**src/spiBlock_config.svh**
```systemverilog
/*
 * Build-time constants for the SPI access block.
 * Include this header wherever a bus width, the block map value, the read
 * latency, the ID word or the SCK sampling rules are needed.
 */
`ifndef SPI_BLOCK_CONFIG_SVH
`define SPI_BLOCK_CONFIG_SVH

// --------------------------------------------------
// USI bus
// --------------------------------------------------
// data and address width
`define USI_BUS_WIDTH 32
// map value in address bits 31..24
`define USI_BLOCK_ADRS 8'h03
// read strobe to valid read data, in sClk cycles
`define USI_RD_LATENCY 2

// --------------------------------------------------
// SPI port and CSR
// --------------------------------------------------
// ID register value, ascii "SPI1"
`define SPI_CSR_ID 32'h5350_4931
// synchronizer depth for sck, mosi, cs and sdio detect
`define SPI_SYNC_STAGES 2
// shortest sck high or low phase, in sClk cycles
`define SPI_SCK_MIN_PHASE 8

`endif

```
**src/SpiPkg.sv**
```systemverilog
/*
 * Frame level definitions for the SPI slave port.
 * Opcodes, the frame FSM states and the field lengths of a frame.
 * Import it inside the body of a module that decodes SPI frames.
 */
`default_nettype none

`include "spiBlock_config.svh"

package SpiPkg;

	// field lengths in sck periods
	localparam int SPI_OP_BITS    = 8;
	localparam int SPI_DUMMY_BITS = 8;
	localparam int SPI_WORD_BITS  = `USI_BUS_WIDTH;

	// counts bits inside one field, widest field is a word
	typedef logic [$clog2(SPI_WORD_BITS)-1:0] spiBitCnt_t;

	// frame opcodes
	typedef enum logic [SPI_OP_BITS-1:0] {
		OpWrite = 8'h02,
		OpRead  = 8'h03
	} spiOp_e;

	// frame FSM
	typedef enum logic [2:0] {
		StIdle,
		StOpcode,
		StAdrs,
		StDummy,
		StData,
		StSkip
	} spiState_e;

endpackage

`default_nettype wire

```
**src/UsiBusPkg.sv**
```systemverilog
/*
 * Types shared by everything that talks on the USI register bus.
 * Holds the word and address types, the address field positions and the
 * register index of the CSR block. Import it inside a module body.
 */
`default_nettype none

`include "spiBlock_config.svh"

package UsiBusPkg;

	// one bus word
	typedef logic [`USI_BUS_WIDTH-1:0] usiWord_t;

	// one bus address
	typedef logic [`USI_BUS_WIDTH-1:0] usiAdrs_t;

	// --------------------------------------------------
	// address fields
	// --------------------------------------------------
	// block select field
	localparam int USI_BLK_MSB = 31;
	localparam int USI_BLK_LSB = 24;
	// register word index, byte offset dropped
	localparam int USI_IDX_MSB = 7;
	localparam int USI_IDX_LSB = 2;

	// csr register index
	typedef enum logic [USI_IDX_MSB-USI_IDX_LSB:0] {
		CsrId      = 6'd0,
		CsrScratch = 6'd1,
		CsrStatus  = 6'd2,
		CsrDevSel  = 6'd3,
		CsrWrCount = 6'd4
	} csrReg_e;

endpackage

`default_nettype wire

```
**src/SpiBlock.sv**
```systemverilog
/*
 * SPI access block, top level.
 * An external CPU reaches the USI bus through the slave port and the bridge,
 * and the CSR block sits on the same bus as a slave. With spiThru high the
 * SPI pins go straight to the serial flash and the slave port stays idle.
 */
`default_nettype none

module SpiBlock (
	input  wire                      sClk,
	input  wire                      rst,
	// cpu side spi
	input  wire                      spiSck,
	input  wire                      spiMosi,
	input  wire                      spiCs,
	input  wire                      spiThru,
	output logic                     spiMiso,
	// sdio card detect
	input  wire                      sdioDetA,
	input  wire                      sdioDetB,
	// serial flash
	output logic                     flashSck,
	output logic                     flashMosi,
	output logic                     flashCs,
	input  wire                      flashMiso,
	// usi bus master
	output logic                     mUsiWe,
	output logic                     mUsiRe,
	output UsiBusPkg::usiAdrs_t      mUsiAdrs,
	output UsiBusPkg::usiWord_t      mUsiWd,
	input  wire UsiBusPkg::usiWord_t mUsiRd,
	// usi bus slave
	input  wire                      sUsiWe,
	input  wire                      sUsiRe,
	input  wire UsiBusPkg::usiAdrs_t sUsiAdrs,
	input  wire UsiBusPkg::usiWord_t sUsiWd,
	output UsiBusPkg::usiWord_t      sUsiRd,
	output logic [2:0]               devSel
);

	import UsiBusPkg::*;

	// slave port to bridge
	logic     portMiso;
	logic     decWe;
	logic     decRe;
	usiAdrs_t decAdrs;
	usiWord_t decDq;
	usiWord_t rdData;

	// --------------------------------------------------
	// csr block on the slave bus
	// --------------------------------------------------
	SpiCsr SpiCsr (
		.sClk(sClk),          .rst(rst),
		.sUsiWe(sUsiWe),      .sUsiRe(sUsiRe),
		.sUsiAdrs(sUsiAdrs),  .sUsiWd(sUsiWd),
		.sdioDetA(sdioDetA),  .sdioDetB(sdioDetB),
		.sUsiRd(sUsiRd),      .devSel(devSel)
	);

	// --------------------------------------------------
	// spi frame decode and bus master
	// --------------------------------------------------
	SpiSlavePort SpiSlavePort (
		.sClk(sClk),          .rst(rst),
		.spiSck(spiSck),      .spiMosi(spiMosi),
		.spiCs(spiCs),        .spiThru(spiThru),
		.rdData(rdData),      .spiMiso(portMiso),
		.decWe(decWe),        .decRe(decRe),
		.decAdrs(decAdrs),    .decDq(decDq)
	);

	SpiUsibBridge SpiUsibBridge (
		.sClk(sClk),          .rst(rst),
		.decWe(decWe),        .decRe(decRe),
		.decAdrs(decAdrs),    .decDq(decDq),
		.mUsiRd(mUsiRd),
		.mUsiWe(mUsiWe),      .mUsiRe(mUsiRe),
		.mUsiAdrs(mUsiAdrs),  .mUsiWd(mUsiWd),
		.rdData(rdData)
	);

	// --------------------------------------------------
	// flash thru mux
	// --------------------------------------------------
	// flash parked with cs high and lines low unless thru is on
	assign flashSck  = spiThru & spiSck;
	assign flashMosi = spiThru & spiMosi;
	assign flashCs   = ~spiThru | spiCs;
	// cpu sees the flash in thru mode, the slave port otherwise
	assign spiMiso   = spiThru ? flashMiso : portMiso;

endmodule

`default_nettype wire

```
**src/SpiCsr.sv**
```systemverilog
/*
 * Control and status registers of the SPI block, a USI bus slave.
 * Answers only when address bits 31..24 match the block map value.
 * Read data comes two cycles after sUsiRe and is zero on a miss, so
 * several slave outputs can be ORed onto one read bus.
 */
`default_nettype none

`include "spiBlock_config.svh"

module SpiCsr (
	input  wire                      sClk,
	input  wire                      rst,
	input  wire                      sUsiWe,
	input  wire                      sUsiRe,
	input  wire UsiBusPkg::usiAdrs_t sUsiAdrs,
	input  wire UsiBusPkg::usiWord_t sUsiWd,
	input  wire                      sdioDetA,
	input  wire                      sdioDetB,
	output UsiBusPkg::usiWord_t      sUsiRd,
	output logic [2:0]               devSel
);

	import UsiBusPkg::*;

	// {detB, detA} per stage
	logic [1:0] detSync [0:`SPI_SYNC_STAGES-1];

	logic                               blkHit;
	logic [USI_IDX_MSB-USI_IDX_LSB:0]   regIdx;
	usiWord_t                           scratch;
	logic [2:0]                         devSelReg;
	logic [15:0]                        wrCount;

	// read pipe
	logic                               rdPend;
	logic                               rdHit;
	logic [USI_IDX_MSB-USI_IDX_LSB:0]   rdIdx;
	usiWord_t                           rdMux;

	// --------------------------------------------------
	// sdio card detect sync
	// --------------------------------------------------
	always_ff @(posedge sClk)
	begin
		if (rst)
		begin
			for (int i = 0; i < `SPI_SYNC_STAGES; i++)
				detSync[i] <= 2'b00;
		end
		else
		begin
			detSync[0] <= {sdioDetB, sdioDetA};
			for (int i = 1; i < `SPI_SYNC_STAGES; i++)
				detSync[i] <= detSync[i-1];
		end
	end

	// address decode
	assign blkHit = (sUsiAdrs[USI_BLK_MSB:USI_BLK_LSB] == `USI_BLOCK_ADRS);
	assign regIdx = sUsiAdrs[USI_IDX_MSB:USI_IDX_LSB];

	// --------------------------------------------------
	// write side
	// --------------------------------------------------
	always_ff @(posedge sClk)
	begin
		if (rst)
		begin
			scratch   <= '0;
			devSelReg <= 3'd0;
			wrCount   <= 16'd0;
		end
		else if (sUsiWe && blkHit)
		begin
			// id, status and count are read only
			case (regIdx)
				CsrScratch:
				begin
					scratch <= sUsiWd;
					wrCount <= wrCount + 1'b1;
				end
				CsrDevSel:
				begin
					devSelReg <= sUsiWd[2:0];
					wrCount   <= wrCount + 1'b1;
				end
				default:
					wrCount <= wrCount;
			endcase
		end
	end

	// --------------------------------------------------
	// read side
	// --------------------------------------------------
	// cycle 1, latch the selection
	always_ff @(posedge sClk)
	begin
		if (rst)
			rdPend <= 1'b0;
		else
			rdPend <= sUsiRe;
	end

	always_ff @(posedge sClk)
	begin
		if (sUsiRe)
		begin
			rdHit <= blkHit;
			rdIdx <= regIdx;
		end
	end

	// unknown index or foreign block reads as zero
	always_comb
	begin
		rdMux = '0;
		if (rdHit)
		begin
			case (rdIdx)
				CsrId:      rdMux = `SPI_CSR_ID;
				CsrScratch: rdMux = scratch;
				CsrStatus:  rdMux = {30'd0, detSync[`SPI_SYNC_STAGES-1]};
				CsrDevSel:  rdMux = {29'd0, devSelReg};
				CsrWrCount: rdMux = {16'd0, wrCount};
				default:    rdMux = '0;
			endcase
		end
	end

	// cycle 2, word on the bus until the next read
	always_ff @(posedge sClk)
	begin
		if (rst)
			sUsiRd <= '0;
		else if (rdPend)
			sUsiRd <= rdMux;
	end

	assign devSel = devSelReg;

endmodule

`default_nettype wire

```
**src/SpiSlavePort.sv**
```systemverilog
/*
 * SPI mode 0 slave for the external CPU, oversampled on sClk.
 * Decodes write and read frames into one-cycle decWe / decRe strobes
 * with decAdrs and decDq, and shifts rdData out on MISO for reads.
 * Held idle while spiThru hands the pins to the flash.
 */
`default_nettype none

`include "spiBlock_config.svh"

module SpiSlavePort (
	input  wire                      sClk,
	input  wire                      rst,
	input  wire                      spiSck,
	input  wire                      spiMosi,
	input  wire                      spiCs,
	input  wire                      spiThru,
	input  wire UsiBusPkg::usiWord_t rdData,
	output logic                     spiMiso,
	output logic                     decWe,
	output logic                     decRe,
	output UsiBusPkg::usiAdrs_t      decAdrs,
	output UsiBusPkg::usiWord_t      decDq
);

	import UsiBusPkg::*;
	import SpiPkg::*;

	// {sck, mosi, cs} per stage
	logic [2:0] pinSync [0:`SPI_SYNC_STAGES-1];
	logic       sckNow;
	logic       mosiNow;
	logic       csNow;
	logic       sckPrev;
	logic       csPrev;
	logic       sckRise;
	logic       sckFall;
	logic       csFall;

	spiState_e  state;
	spiOp_e     opReg;
	spiBitCnt_t bitCnt;
	logic       phaseEnd;
	logic       misoEn;
	usiWord_t   shiftIn;
	usiWord_t   wordIn;
	usiWord_t   shiftOut;
	usiAdrs_t   adrsReg;
	usiWord_t   dqReg;

	// --------------------------------------------------
	// pin sync and edge detect
	// --------------------------------------------------
	// idle levels: sck low, cs high
	always_ff @(posedge sClk)
	begin
		if (rst)
		begin
			for (int i = 0; i < `SPI_SYNC_STAGES; i++)
				pinSync[i] <= 3'b001;
			sckPrev <= 1'b0;
			csPrev  <= 1'b1;
		end
		else
		begin
			pinSync[0] <= {spiSck, spiMosi, spiCs};
			for (int i = 1; i < `SPI_SYNC_STAGES; i++)
				pinSync[i] <= pinSync[i-1];
			sckPrev <= sckNow;
			csPrev  <= csNow;
		end
	end

	assign sckNow  = pinSync[`SPI_SYNC_STAGES-1][2];
	assign mosiNow = pinSync[`SPI_SYNC_STAGES-1][1];
	assign csNow   = pinSync[`SPI_SYNC_STAGES-1][0];
	assign sckRise = sckNow & ~sckPrev;
	assign sckFall = ~sckNow & sckPrev;
	assign csFall  = csPrev & ~csNow;

	// word as it stands after the bit on this rising edge
	assign wordIn = {shiftIn[SPI_WORD_BITS-2:0], mosiNow};

	// last bit of the current field
	always_comb
	begin
		case (state)
			StOpcode: phaseEnd = (bitCnt == spiBitCnt_t'(SPI_OP_BITS - 1));
			StAdrs:   phaseEnd = (bitCnt == spiBitCnt_t'(SPI_WORD_BITS - 1));
			StDummy:  phaseEnd = (bitCnt == spiBitCnt_t'(SPI_DUMMY_BITS - 1));
			StData:   phaseEnd = (bitCnt == spiBitCnt_t'(SPI_WORD_BITS - 1));
			default:  phaseEnd = 1'b0;
		endcase
	end

	// --------------------------------------------------
	// frame FSM
	// --------------------------------------------------
	always_ff @(posedge sClk)
	begin
		if (rst)
		begin
			state  <= StIdle;
			opReg  <= OpWrite;
			bitCnt <= '0;
			misoEn <= 1'b0;
			decWe  <= 1'b0;
			decRe  <= 1'b0;
		end
		else
		begin
			// strobes last one cycle
			decWe <= 1'b0;
			decRe <= 1'b0;
			if (spiThru || csNow)
			begin
				// cs high or thru mode, any open frame is dropped
				state  <= StIdle;
				bitCnt <= '0;
				misoEn <= 1'b0;
			end
			else if (state == StIdle)
			begin
				// new frame only on a real cs falling edge
				if (csFall)
				begin
					state  <= StOpcode;
					bitCnt <= '0;
				end
			end
			else if (sckRise)
			begin
				bitCnt <= phaseEnd ? '0 : bitCnt + 1'b1;
				case (state)
					StOpcode:
						if (phaseEnd)
						begin
							if (wordIn[SPI_OP_BITS-1:0] == OpWrite ||
								wordIn[SPI_OP_BITS-1:0] == OpRead)
							begin
								opReg <= spiOp_e'(wordIn[SPI_OP_BITS-1:0]);
								state <= StAdrs;
							end
							else
								state <= StSkip;
						end
					StAdrs:
						if (phaseEnd)
						begin
							adrsReg <= wordIn;
							// read is issued now so the dummy byte hides the latency
							if (opReg == OpRead)
							begin
								decRe <= 1'b1;
								state <= StDummy;
							end
							else
								state <= StData;
						end
					StDummy:
						if (phaseEnd)
						begin
							state  <= StData;
							misoEn <= 1'b1;
						end
					StData:
						if (phaseEnd)
						begin
							if (opReg == OpWrite)
							begin
								dqReg <= wordIn;
								decWe <= 1'b1;
							end
							state  <= StSkip;
							misoEn <= 1'b0;
						end
					default:
						// StSkip waits for cs high
						state <= state;
				endcase
			end
		end
	end

	// --------------------------------------------------
	// shift registers
	// --------------------------------------------------
	always_ff @(posedge sClk)
	begin
		if (sckRise)
			shiftIn <= wordIn;
	end

	// msb is out before the first data rise, then moves on each later fall
	always_ff @(posedge sClk)
	begin
		if (state == StDummy && sckRise && phaseEnd)
			shiftOut <= rdData;
		else if (state == StData && sckFall && bitCnt != '0)
			shiftOut <= {shiftOut[SPI_WORD_BITS-2:0], 1'b0};
	end

	assign spiMiso = misoEn & shiftOut[SPI_WORD_BITS-1];
	assign decAdrs = adrsReg;
	assign decDq   = dqReg;

endmodule

`default_nettype wire

```
**src/SpiUsibBridge.sv**
```systemverilog
/*
 * Bridge from decoded SPI requests to the USI bus as master.
 * Each decWe / decRe becomes a one-cycle mUsiWe / mUsiRe one cycle later.
 * Read data is taken from mUsiRd after the fixed bus read latency and
 * held on rdData for the slave port until the next read.
 */
`default_nettype none

`include "spiBlock_config.svh"

module SpiUsibBridge (
	input  wire                      sClk,
	input  wire                      rst,
	input  wire                      decWe,
	input  wire                      decRe,
	input  wire UsiBusPkg::usiAdrs_t decAdrs,
	input  wire UsiBusPkg::usiWord_t decDq,
	input  wire UsiBusPkg::usiWord_t mUsiRd,
	output logic                     mUsiWe,
	output logic                     mUsiRe,
	output UsiBusPkg::usiAdrs_t      mUsiAdrs,
	output UsiBusPkg::usiWord_t      mUsiWd,
	output UsiBusPkg::usiWord_t      rdData
);

	localparam int LAT_W = $clog2(`USI_RD_LATENCY + 1);

	// cycles left until read data is valid, 0 when no read is open
	logic [LAT_W-1:0] latCnt;
	logic             rdCapture;

	// --------------------------------------------------
	// master strobes
	// --------------------------------------------------
	always_ff @(posedge sClk)
	begin
		if (rst)
		begin
			mUsiWe <= 1'b0;
			mUsiRe <= 1'b0;
		end
		else
		begin
			mUsiWe <= decWe;
			mUsiRe <= decRe;
		end
	end

	// address and data stay until the next request
	always_ff @(posedge sClk)
	begin
		if (decWe || decRe)
			mUsiAdrs <= decAdrs;
		if (decWe)
			mUsiWd <= decDq;
	end

	// --------------------------------------------------
	// read return
	// --------------------------------------------------
	always_ff @(posedge sClk)
	begin
		if (rst)
			latCnt <= '0;
		else if (mUsiRe)
			latCnt <= LAT_W'(`USI_RD_LATENCY);
		else if (latCnt != '0)
			latCnt <= latCnt - 1'b1;
	end

	// last count is the cycle the slave has its word on the bus
	assign rdCapture = (latCnt == LAT_W'(1));

	always_ff @(posedge sClk)
	begin
		if (rdCapture)
			rdData <= mUsiRd;
	end

endmodule

`default_nettype wire

```
**config.mk**
```make
export PLATFORM = sky130hd
export DESIGN_NAME = SpiBlock
export DESIGN_NICKNAME = d
export VERILOG_FILES = /design/src/SpiPkg.sv /design/src/UsiBusPkg.sv /design/src/SpiBlock.sv /design/src/SpiCsr.sv /design/src/SpiSlavePort.sv /design/src/SpiUsibBridge.sv
export VERILOG_INCLUDE_DIRS = /design/src /design/src/src
export SDC_FILE = /design/constraint.sdc
export NUM_CORES = 1
export LEC_CHECK = 0
export BUFFER_PORTS_ARGS = -buffer_cell sky130_fd_sc_hd__clkbuf_2
export CAP_MARGIN = 15
export CORE_MARGIN = 2
export CORE_UTILIZATION = 50
export DETAILED_ROUTE_END_ITERATION = 8
export PLACE_DENSITY = 0.86
export SYNTH_ARGS = -nofsm -noshare
export SYNTH_HDL_FRONTEND = slang
export SYNTH_SLANG_ARGS = --single-unit
```
**constraint.sdc**
```tcl
create_clock -name sClk -period 3.2 [get_ports sClk]
set_input_delay 0.48 -clock sClk [delete_from_list [all_inputs] [get_ports sClk]]
set_output_delay 0.48 -clock sClk [all_outputs]
set_load 0.01 [all_outputs]
```
After elaboration in Yosys (flattened, before gate mapping)
Memory sizes are Yosys's and may differ from the RTL's.
Cells that the tools add are included.
Widths: inputs -> output; s select.
{ "totals": {"register_bits": 339, "mem_bits_rw": 10, "wordCells": 145, "n_memories": 2} }
{ "memory_table": {"columns": ["memory", "depth", "width", "read_ports", "rd_ports_with_merged_regs", "write_ports", "line", "source"], "rows": [
  ["SpiSlavePort.pinSync", 2, 3, 2, 0, 2, "SpiSlavePort.sv:30", "logic [2:0] pinSync [0:`SPI_SYNC_STAGES-1];"],
  ["SpiCsr.detSync", 2, 2, 2, 0, 2, "SpiCsr.sv:27", "logic [1:0] detSync [0:`SPI_SYNC_STAGES-1];"]
]} }
{ "classes": {"add_sub_neg": 3, "eq_ne": 25, "mux": 34, "n_bitwise": 22, "reduce_logical": 33} }
{ "op_table": {"columns": ["operator", "count"], "rows": [
  ["$pmux 32 s5", 1],
  ["$mux 32", 3],
  ["$eq 8x2->1 const B", 5],
  ["$mux 3", 11],
  ["$mux 5", 4],
  ["$eq 6x2->1 const B", 3],
  ["$add 16x1->16 const B", 1],
  ["$reduce_and 7->1", 2],
  ["$eq 6x1->1 const B", 2],
  ["$ne 3x1->1 const B", 4],
  ["$pmux 3 s4", 1],
  ["$reduce_and 6->1", 2],
  ["$reduce_or 6->1", 2],
  ["$not 1->1", 11],
  ["$reduce_bool 2->1", 5],
  ["$reduce_bool 5->1", 2],
  ["$reduce_or 2->1", 5],
  ["$mux 1", 8],
  ["$mux 2", 4],
  ["$reduce_and 2->1", 4],
  ["$and 1x1->1", 6],
  ["$eq 3x2->1 const B", 2],
  ["$eq 6x3->1 const B", 1],
  ["$logic_not 6->1", 1],
  ["other kinds (14)", 27]
]} }

Longest topological paths before layout
Gate-level depths: netlist of run 1.
{ "logic_depth": {"ltp_word": 7, "ltp_mapped": 8, "depth_no_buf": 6} }

Cells and area by module
Synthesis of run 1 repeated with hierarchy kept, for this count alone.
{ "unflattened": {"hier_cells": 856, "area_unflattened_um2": 12429.4} }
{ "by_module_without_submodules": {"columns": ["module", "instances", "cells_each", "area_each_um2", "seq_area_each_um2"], "rows": [
  ["SpiSlavePort", 1, 303, 5490.3, 4354.2],
  ["SpiCsr", 1, 442, 3891.2, 1971.9],
  ["SpiUsibBridge", 1, 107, 3011.6, 2962.8],
  ["SpiBlock", 1, 4, 36.3, 0.0]
]} }

Least setup slack after synthesis of run 1
No wires, ideal clock.
{ "synth_path": {"path_type": "reg-to-reg", "startpoint": "memory SpiSlavePort.pinSync[1][2] (netlist: SpiSlavePort.pinSync[0][5])", "endpoint": "register SpiSlavePort.bitCnt[3]", "setup_ns": 0.070, "arrival_time_ns": 3.002, "required_time_ns": 3.130, "path_slack_ns": 0.127, "stages_incl_launch_ff": 6, "path_buffers": 0, "period_less_slack_ns": 3.073, "path_cell_list": "dfxtp_1 nor2b_1 mux2i_1 or3_1 a21o_1 a21oi_1"} }
{ "synth_lines": {"columns": ["element", "line", "source"], "rows": [
  ["from (decl)", "SpiSlavePort.sv:30", null],
  ["to (signal assigned)", "SpiSlavePort.sv:133", "bitCnt <= phaseEnd ? '0 : bitCnt + 1'b1;"],
  ["to (decl)", "SpiSlavePort.sv:42", "spiBitCnt_t bitCnt;"]
]} }

Worst setup path after layout of run 1
{ "layout_path": {"startpoint": "register SpiSlavePort.state[2]", "endpoint": "register SpiSlavePort.dqReg[11] (netlist: SpiSlavePort.decDq[11]) (enable)"} }
{ "layout_between": {"elab_chain_cells": 4, "elab_cells_between_ends": 10, "classes_between": "eq/ne (4); mux (1); bitwise (1); reduce/logical (4)"} }
{ "layout_rtl": {"columns": ["element", "line", "source"], "rows": [
  ["from (decl)", "SpiSlavePort.sv:40", "spiState_e state;"],
  ["from (signal assigned)", "SpiSlavePort.sv:103", "state <= StIdle;"],
  ["from (signal assigned)", "SpiSlavePort.sv:118", "state <= StIdle;"],
  ["from (signal assigned)", "SpiSlavePort.sv:127", "state <= StOpcode;"],
  ["$eq 3x2->1 (tied with other cells)", "SpiSlavePort.sv:87", "case (state)"],
  ["$reduce_or 2->1 (no line)", null, null],
  ["$pmux 1 s2", "SpiSlavePort.sv:87", null],
  ["$reduce_and 7->1 (no line) *", null, null],
  ["to (signal assigned)", "SpiSlavePort.sv:171", "dqReg <= wordIn;"],
  ["to (decl)", "SpiSlavePort.sv:49", "usiWord_t dqReg;"]
]} }
Every way passes the cells marked *; elsewhere a longest branch is shown, timed or not.
A chain may end at the register's enable or synchronous reset.

==> flow_summary.toml, run 1 <==
[power_and_ir_drop]
switching_share_pct = 19.8
power-per-cell-area_nw_per_um2 = 617
combPwrFrac_pct = 1.5
power.switching_w = 0.00179
power_w = 0.00904
power.internal_w = 0.00725
pwr-share-seq_pct = 53.4
ir_drop_v = 0.000423
leakagePower_nw = 5.30
clkPwrFrac_pct = 45.1

[sta]
relSlewSlack_pct = 46.8
slew_viol_final = 0
fmax_mhz = 380
hold_viol_final = 0
finalClockSkew_ns = 0.0222
rsz0062_at_grt = "false"
report.final.setup_viol = 0
tns_ns = 0
tightest_slew_ns = 0.798
fin_crit_sh_pct = 82.2
min_period_ns = 2.63

[grt]
antenna_found_initial = 0
grt_first_pass_wirelength_mm = 37.9
grt_pass1_vias = 7247
overflow = 0
grt_max_degree = 51
grt_usage_pct = 18.7

[layout]
mostFrequentLayoutCell = "edfxtp_1"
final_area_um2 = 14700
syn_to_final_growth_pct = 20.6
drive_gt1_share_pct = 29.6
num-fill-cells = 1863
antenna_cells = 0
final_cell_mix = "230 x edfxtp_1, 192 x clkbuf_2, 119 x dfxtp_1"
fin_nets = 1155

[setup_path]
start_kind = "flop"
reg2reg_depth = 6
arrival_ns = 2.79
crit_type = "flop to flop"
critPathMaxFanout = 32
crit_path_end_kind = "flop"
worstPathRequired_ns = 3.36

[clock_network]
cts_resized = 0
cts_max_level = 2
cts-buffers-inserted = 36
hold_buffers = 0
post_cts_buffers = 0
insertion_delay_ns = 0.53
clkSinkCount = 349
clk_pin_slew_worst_paths_ns = 0.06
ctsRootBufferMaster = "clkbuf_16"
clock_path_buffers = 3
cts_tree = "done"

[synth]
synth-main-ff-cell = "edfxtp_1"
synth.top_cell.area_share_pct = 56.9
yosysTopAreaCell = "edfxtp_1"
netlist_area_um2 = 12100
synth_edf_count = 230
ys_warn_count = 0
yosysSeqAreaShare_pct = 76.5
syn_area_per_cell_um2 = 14.5
ys_seq_elements = 349
synthCells = 835
synthesis.nets = 945
synthArstFlopShare_pct = 0
synth_area_leaders = "edfxtp_1 57%, dfxtp_1 20%, nand2_1 3.4%, mux2_2 3.1%, a21oi_1 2.7%"
ys_types = 58

[route]
drc = 0
via_per_inst = 5.16
firstDrtPassIters = 7
wire_per_inst_um = 16.9
wl_mm = 23.7
postRouteAntennaNets = 0
vias = 7215
drt-initial-drc-count = 545

[floorplan]
die_area_um2 = 25600
die_x_um = 160
fp.dieH_um = 160
start_util_pct = 50.4
placementRows = 57
core_um2 = 24100
ios = 212

[placed_design]
io_buffers = 193
dp_hpwl_mm = 15.1
place_congestion = 0.819
dpl_cell_area_um2 = 13500

[hold_path]
hold_class = "input port to flop"
min_path_cells = 1

[run]
maxCapViolCount = 0

[status]
outcome = "finished clean"
==> worst max-delay path: stages (launching register included) <==
cell	delay (ns)
dfxtp_1	0.57
or3b_2	0.55
nor2_2	0.19
o21ai_2	0.12
nor2_1	0.18
and4b_2	0.25
buf_4	0.39
==> state kept, by name, summed over array words and instances, names as in the netlist, 2 cells and up <==
name                    count
SpiSlavePort.bitCnt         5
SpiSlavePort.shiftIn       31
SpiCsr.sUsiRd              32
SpiSlavePort.opReg          8
SpiCsr.scratch             32
SpiSlavePort.shiftOut      32
SpiUsibBridge.latCnt        2
SpiSlavePort.decAdrs       32
SpiUsibBridge.mUsiAdrs     32
SpiUsibBridge.mUsiWd       32
SpiSlavePort.state          3
SpiCsr.rdIdx                6
SpiCsr.wrCount             16
SpiSlavePort.pinSync        6
SpiCsr.detSync              4
SpiUsibBridge.rdData       32
SpiCsr.devSel               3
SpiSlavePort.decDq         32
==> per-layer routing <==
layer  wire length [um]  vias up  GRT usage (%)
li1                   -     3468              -
met1               9770     3462           23.6
met2              11900      257           32.3
met3               1680       28           4.60
met4                350        0           4.83
met5                  0        -              0
==> cells in the mapped netlist (8+ instances only) <==
cell type  count
a21oi_1       65
a22oi_1        8
and2_1         9
buf_2         16
clkbuf_1      16
dfxtp_1      119
edfxtp_1     230
mux2_2        33
nand2_1      109
nand3_1       13
nor2_1        41
nor2b_1       31
nor3_1         8
nor4_1         8
o21ai_0       23
xnor2_1        9
==> metrics by stage <==
stage                     setup slack [ns]  utilization, %  hold slack (ns)  std cells
after detailed placement             0.654            55.9            0.402       1331
after floorplan                      0.127               -            0.389        835
after global routing                 0.406            60.8            0.122       1397
after CTS                            0.576            60.8            0.123       1397
after global placement               0.681            55.9            0.396       1331
final                                0.569            60.8            0.140       1397
==> power groups by stage <==
stage | Clock (W) | Combinational, W | Sequential, W
final | 0.00408 | 0.000136 | 0.00483
after CTS | 0.00416 | 0.000137 | 0.00483
after global placement | 0 | 0.000134 | 0.00492
after floorplan | 0 | 0.0000499 | 0.00492
after global routing | 0.00434 | 0.000150 | 0.00483
after detailed placement | 0 | 0.000137 | 0.00493
==> logic make-up (layout without fill, tap and decap cells) <==
family	count (synthesis)	in the layout	share of synthesized area, %
DFF	349	349	76.5
and+or+nand+nor	274	274	11.8
AOI/OAI and AO/OA	116	116	5.52
buffers and inverters	44	282	1.69
muxes	36	36	3.31
xor gates and xnor gates	12	12	0.865
adders and majority gates	4	4	0.391
==> final timing paths <==
| check | endpoint | slack, ns | startpoint |
|---|---|---|---|
| hold reg to reg | SpiUsibBridge.mUsiWd[10] | 0.41 | SpiSlavePort.decDq[10] |
| hold / removal | SpiUsibBridge.rdData[1] | 0.14 | mUsiRd[1] |
| setup reg to reg | SpiSlavePort.decDq[11] | 0.57 | SpiSlavePort.state[2] |
| setup / recovery | SpiSlavePort.decDq[11] | 0.57 | SpiSlavePort.state[2] |
==> cell type report <==
cell class | instances | area [um^2] | share of cell area, %
clock buffers | 46 | 998 | 6.82
clock inverters | 20 | 178 | 1.21
well taps | 324 | 405 | 2.77
multi-input cells | 442 | 2670 | 18.2
repair buffers | 209 | 1090 | 7.41
flip-flops and latches | 349 | 9290 | 63.4
inverters | 7 | 26.3 | 0.179
(Power assumes the default switching activity.)
==> inputs of run 2 (changes only) <==
Settings changed: CORE_UTILIZATION 50 to 55, PLACE_DENSITY 0.86 to 0.9.
Clock period 3.2 ns to 2.6 ns, I/O delays scaled along.
==> run 2 against run 1 <==
  * Count of clock-buffer cells in the layout is 6 higher
  * Utilization rose by 6.5 points
  * Flip-flop and latch count stayed put
  * Maximum frequency is 12% higher
  * Setup slack lost 0.31 ns
  * Routed wire length increased by 6.4%
  * Highest routed layer unchanged
==> flow_summary.toml, run 2 (same netlist as run 1, synthesis figures left out) <==
[status]
outcome = "finished clean"

[power_and_ir_drop]
combPwrFrac_pct = 1.6
clkPwrFrac_pct = 44.5
pwr-share-seq_pct = 53.9
power.switching_w = 0.00214
power-per-cell-area_nw_per_um2 = 754
leakagePower_nw = 5.31
power_w = 0.0110
power.internal_w = 0.00889
switching_share_pct = 19.4
ir_drop_v = 0.000470

[setup_path]
start_kind = "flop"
critPathMaxFanout = 32
worstPathRequired_ns = 2.78
crit_start = "SpiSlavePort.state[0]"
crit_type = "flop to flop"
reg2reg_from = "SpiSlavePort.state[0]"
crit_path_end_kind = "flop"
arrival_ns = 2.53

[sta]
hold_viol_final = 0
min_period_ns = 2.35
relSlewSlack_pct = 43.8
slew_viol_final = 0
whs_ns = 0.0657
tightest_slew_ns = 0.843
tns_ns = 0
fin_crit_sh_pct = 90.2
finalClockSkew_ns = 0.0281
rsz0062_at_grt = "false"
report.final.setup_viol = 0
fmax_mhz = 426

[route]
wire_per_inst_um = 18.6
drc = 0
wl_mm = 25.2
vias = 7448
drt-initial-drc-count = 640
met1_length_mm = 10.2
dr_wl_met2_mm = 12.6
via_per_inst = 5.50
postRouteAntennaNets = 0
wl_met3_mm = 1.95
firstDrtPassIters = 5
top_layer = "met4"

[placed_design]
dpl_cell_area_um2 = 13500
dp_hpwl_mm = 15.9
io_buffers = 193
place_congestion = 0.830

[run]
maxCapViolCount = 0

[clock_network]
ctsRootBufferMaster = "clkbuf_16"
clkSinkCount = 349
cts_max_level = 2
hold_buffers = 0
cts-buffers-inserted = 35
cts_tree = "done"
clk_pin_slew_worst_paths_ns = 0.06
cts_resized = 0
clock_path_buffers = 3
insertion_delay_ns = 0.51
post_cts_buffers = 0

[grt]
antenna_found_initial = 0
grt_first_pass_wirelength_mm = 39.7
grt_usage_pct = 21.3
overflow = 0
grt_max_degree = 87
grt_pass1_vias = 7474

[floorplan]
start_util_pct = 55.8
ios = 212
die_area_um2 = 23300
placementRows = 54
die_x_um = 153
fp.dieH_um = 153
core_um2 = 21800

[layout]
final_cell_mix = "230 x edfxtp_1, 193 x clkbuf_2, 119 x dfxtp_1"
syn_to_final_growth_pct = 20.5
final_area_um2 = 14600
regArea_um2 = 9290
drive_gt1_share_pct = 29.5
mostFrequentLayoutCell = "edfxtp_1"
num-fill-cells = 1462
antenna_cells = 0
multi_input_comb_area_um2 = 2670
fin_nets = 1160

[hold_path]
worstHoldStart = "mUsiRd[12]"
hold_class = "input port to flop"
==> run 2: cell type report <==
cell class | instances | area share, %
sequential | 349 | 63.5
multi-input combinational | 442 | 18.2
timing repair buffer | 215 | 8.10
clock buffer | 52 | 6.92
tap | 280 | 2.39
clock inverter | 8 | 0.710
inverter | 7 | 0.180
==> run 2: layer usage <==
layer	up-vias	track usage, %
li1	3462	-
met1	3578	27.3
met4	0	6.26
met5	-	0
met3	42	4.72
met2	366	36.7
==> run 2: worst max-delay path: stages, from the launching register on <==
cell     delay, ns
dfxtp_1       0.55
or3b_1        0.43
a21oi_1       0.25
o21ai_2       0.13
nor2_1        0.15
and4b_2       0.28
buf_12        0.23
==> run 2: final timing paths <==
| check | endpoint | cells after the start | slack (ns) |
|---|---|---|---|
| min reg2reg | SpiUsibBridge.mUsiAdrs[9] | 0 | 0.40 |
| min | SpiUsibBridge.rdData[12] | 1 | 0.07 |
| max | SpiSlavePort.decDq[11] | 6 | 0.25 |
| max reg2reg | SpiSlavePort.decDq[11] | 6 | 0.25 |
==> run 2: power groups by stage <==
stage / logic (W) / clock network [W] / registers [W]
global route: 0.000186 / 0.00520 / 0.00595
CTS: 0.000170 / 0.00499 / 0.00595
floorplan: 0.0000616 / 0 / 0.00605
detailed placement: 0.000168 / 0 / 0.00606
finish: 0.000171 / 0.00491 / 0.00594
global placement: 0.000165 / 0 / 0.00606
==> run 2: per-stage QoR <==
stage,std cells,utilization [%],worst slack (ns)
after detailed placement,1292,62.1,0.349
after CTS,1352,67.2,0.290
final,1353,67.3,0.254
after global routing,1353,67.3,0.165
after global placement,1292,62.1,0.414
after floorplan,835,-,0.00851
==> inputs of run 3 (changes only) <==
Settings changed: PLACE_DENSITY 0.9 to 0.82.
==> run 3 against run 2 <==
  * Via count down 2.3%
  * Global-route usage shrank 1.7 points
  * Sequential power barely moved
  * Setup slack gained 0.055 ns
  * Register-to-register slack improved by 0.05 ns
  * Critical path type unchanged
  * Critical endpoint is now SpiSlavePort.decDq[13]
  * Highest routed layer unchanged
==> flow_summary.toml, run 3 (same netlist as run 1, synthesis figures left out) <==
[layout]
syn_to_final_growth_pct = 20.3
num-fill-cells = 1532
mostFrequentLayoutCell = "edfxtp_1"
regArea_um2 = 9290
final_area_um2 = 14600
final_cell_mix = "230 x edfxtp_1, 192 x clkbuf_2, 119 x dfxtp_1"
multi_input_comb_area_um2 = 2670
fin_nets = 1159
layout.cells.non_filler = 1356
drive_gt1_share_pct = 29.5

[floorplan]
ios = 212
core_um2 = 21800
fp.dieH_um = 153
placementRows = 54
start_util_pct = 55.8
die_area_um2 = 23300
die_x_um = 153

[grt]
grt_usage_pct = 19.6
grt_first_pass_wirelength_mm = 36.8
antenna_found_initial = 1
grt_pass1_vias = 7167
overflow = 0
grt_max_degree = 88

[clock_network]
post_cts_buffers = 0
clkSinkCount = 349
cts_tree = "done"
ctsRootBufferMaster = "clkbuf_16"
insertion_delay_ns = 0.51
cts_max_level = 2
cts-buffers-inserted = 35
cts_resized = 0
hold_buffers = 0
clk_pin_slew_worst_paths_ns = 0.06
clock_path_buffers = 3

[sta]
relSlewSlack_pct = 44.5
min_period_ns = 2.29
tightest_slew_ns = 0.832
slew_viol_final = 0
rsz0062_at_grt = "false"
fmax_mhz = 437
hold_viol_final = 0
whs_ns = 0.0519
report.final.setup_viol = 0
tns_ns = 0
finalClockSkew_ns = 0.0265
fin_crit_sh_pct = 88.1

[setup_path]
cpPeakStageDelay_ns = 0.56
path_delay_family = "simple AND/OR/NAND/NOR gates"
crit_type = "flop to flop"
path_cells = "or3b_2, nor2_2, o21ai_2, nor2_1, and4b_2, buf_12"
arrival_ns = 2.48
crit_path_end_kind = "flop"
worst_path_max_delay_cell = "or3b_2"
critPathMaxFanout = 32
worstPathRequired_ns = 2.79
critPathBufInv = 1
start_kind = "flop"

[power_and_ir_drop]
power_w = 0.0108
ir_drop_v = 0.000390
leakagePower_nw = 5.30
power-per-cell-area_nw_per_um2 = 741

[route]
firstDrtPassIters = 5
drt-initial-drc-count = 350
postRouteAntennaNets = 0
wire_per_inst_um = 17.0
via_per_inst = 5.37
drc = 0
vias = 7277
wl_mm = 23.1

[run]
maxCapViolCount = 0

[placed_design]
dp_hpwl_mm = 14.7
dpl_cell_area_um2 = 13500
io_buffers = 193
dp_cells = 1292
place_congestion = 0.828

[status]
outcome = "finished clean"

[hold_path]
hold_class = "input port to flop"
[run 3: power by group]
part / switching, W / internal (W)
sequential: 0.0000318 / 0.00591
combinational: 0.0000917 / 0.0000764
clock: 0.00201 / 0.00271
[run 3: worst paths after layout]
kind              cells past startpoint  slack, ns                          to                  startpoint
setup / recovery                      6       0.31      SpiSlavePort.decDq[13]       SpiSlavePort.state[0]
hold / removal                        1       0.05    SpiUsibBridge.rdData[13]                  mUsiRd[13]
setup reg to reg                      6       0.31      SpiSlavePort.decDq[13]       SpiSlavePort.state[0]
hold reg to reg                       1       0.41  SpiSlavePort.pinSync[0][3]  SpiSlavePort.pinSync[0][0]
[run 3: routing by layer]
layer / GRT usage [%] / part of all wire [%] / vias to the layer above
met2: 32.2 / 48 / 286
met3: 5.12 / 7.5 / 34
met1: 25.5 / 42 / 3489
met4: 6.53 / 2.1 / 0
met5: 0 / 0 / -
li1: - / - / 3468
[run 3: stage by stage]
stage,utilization (%),worst slack (ns)
after CTS,67.2,0.327
after global placement,62.2,0.408
final,67.2,0.309
after detailed placement,62.2,0.340
after floorplan,-,0.00851
after global routing,67.2,0.203
[run 3: area by class of cell]
class | instances | area share, %
antenna | 1 | 0.0171
sequential | 349 | 63.6
multi-input combinational | 442 | 18.3
clock inverter | 18 | 0.873
clock buffer | 45 | 6.53
inverter | 7 | 0.180
tap | 280 | 2.40
timing repair buffer | 214 | 8.20
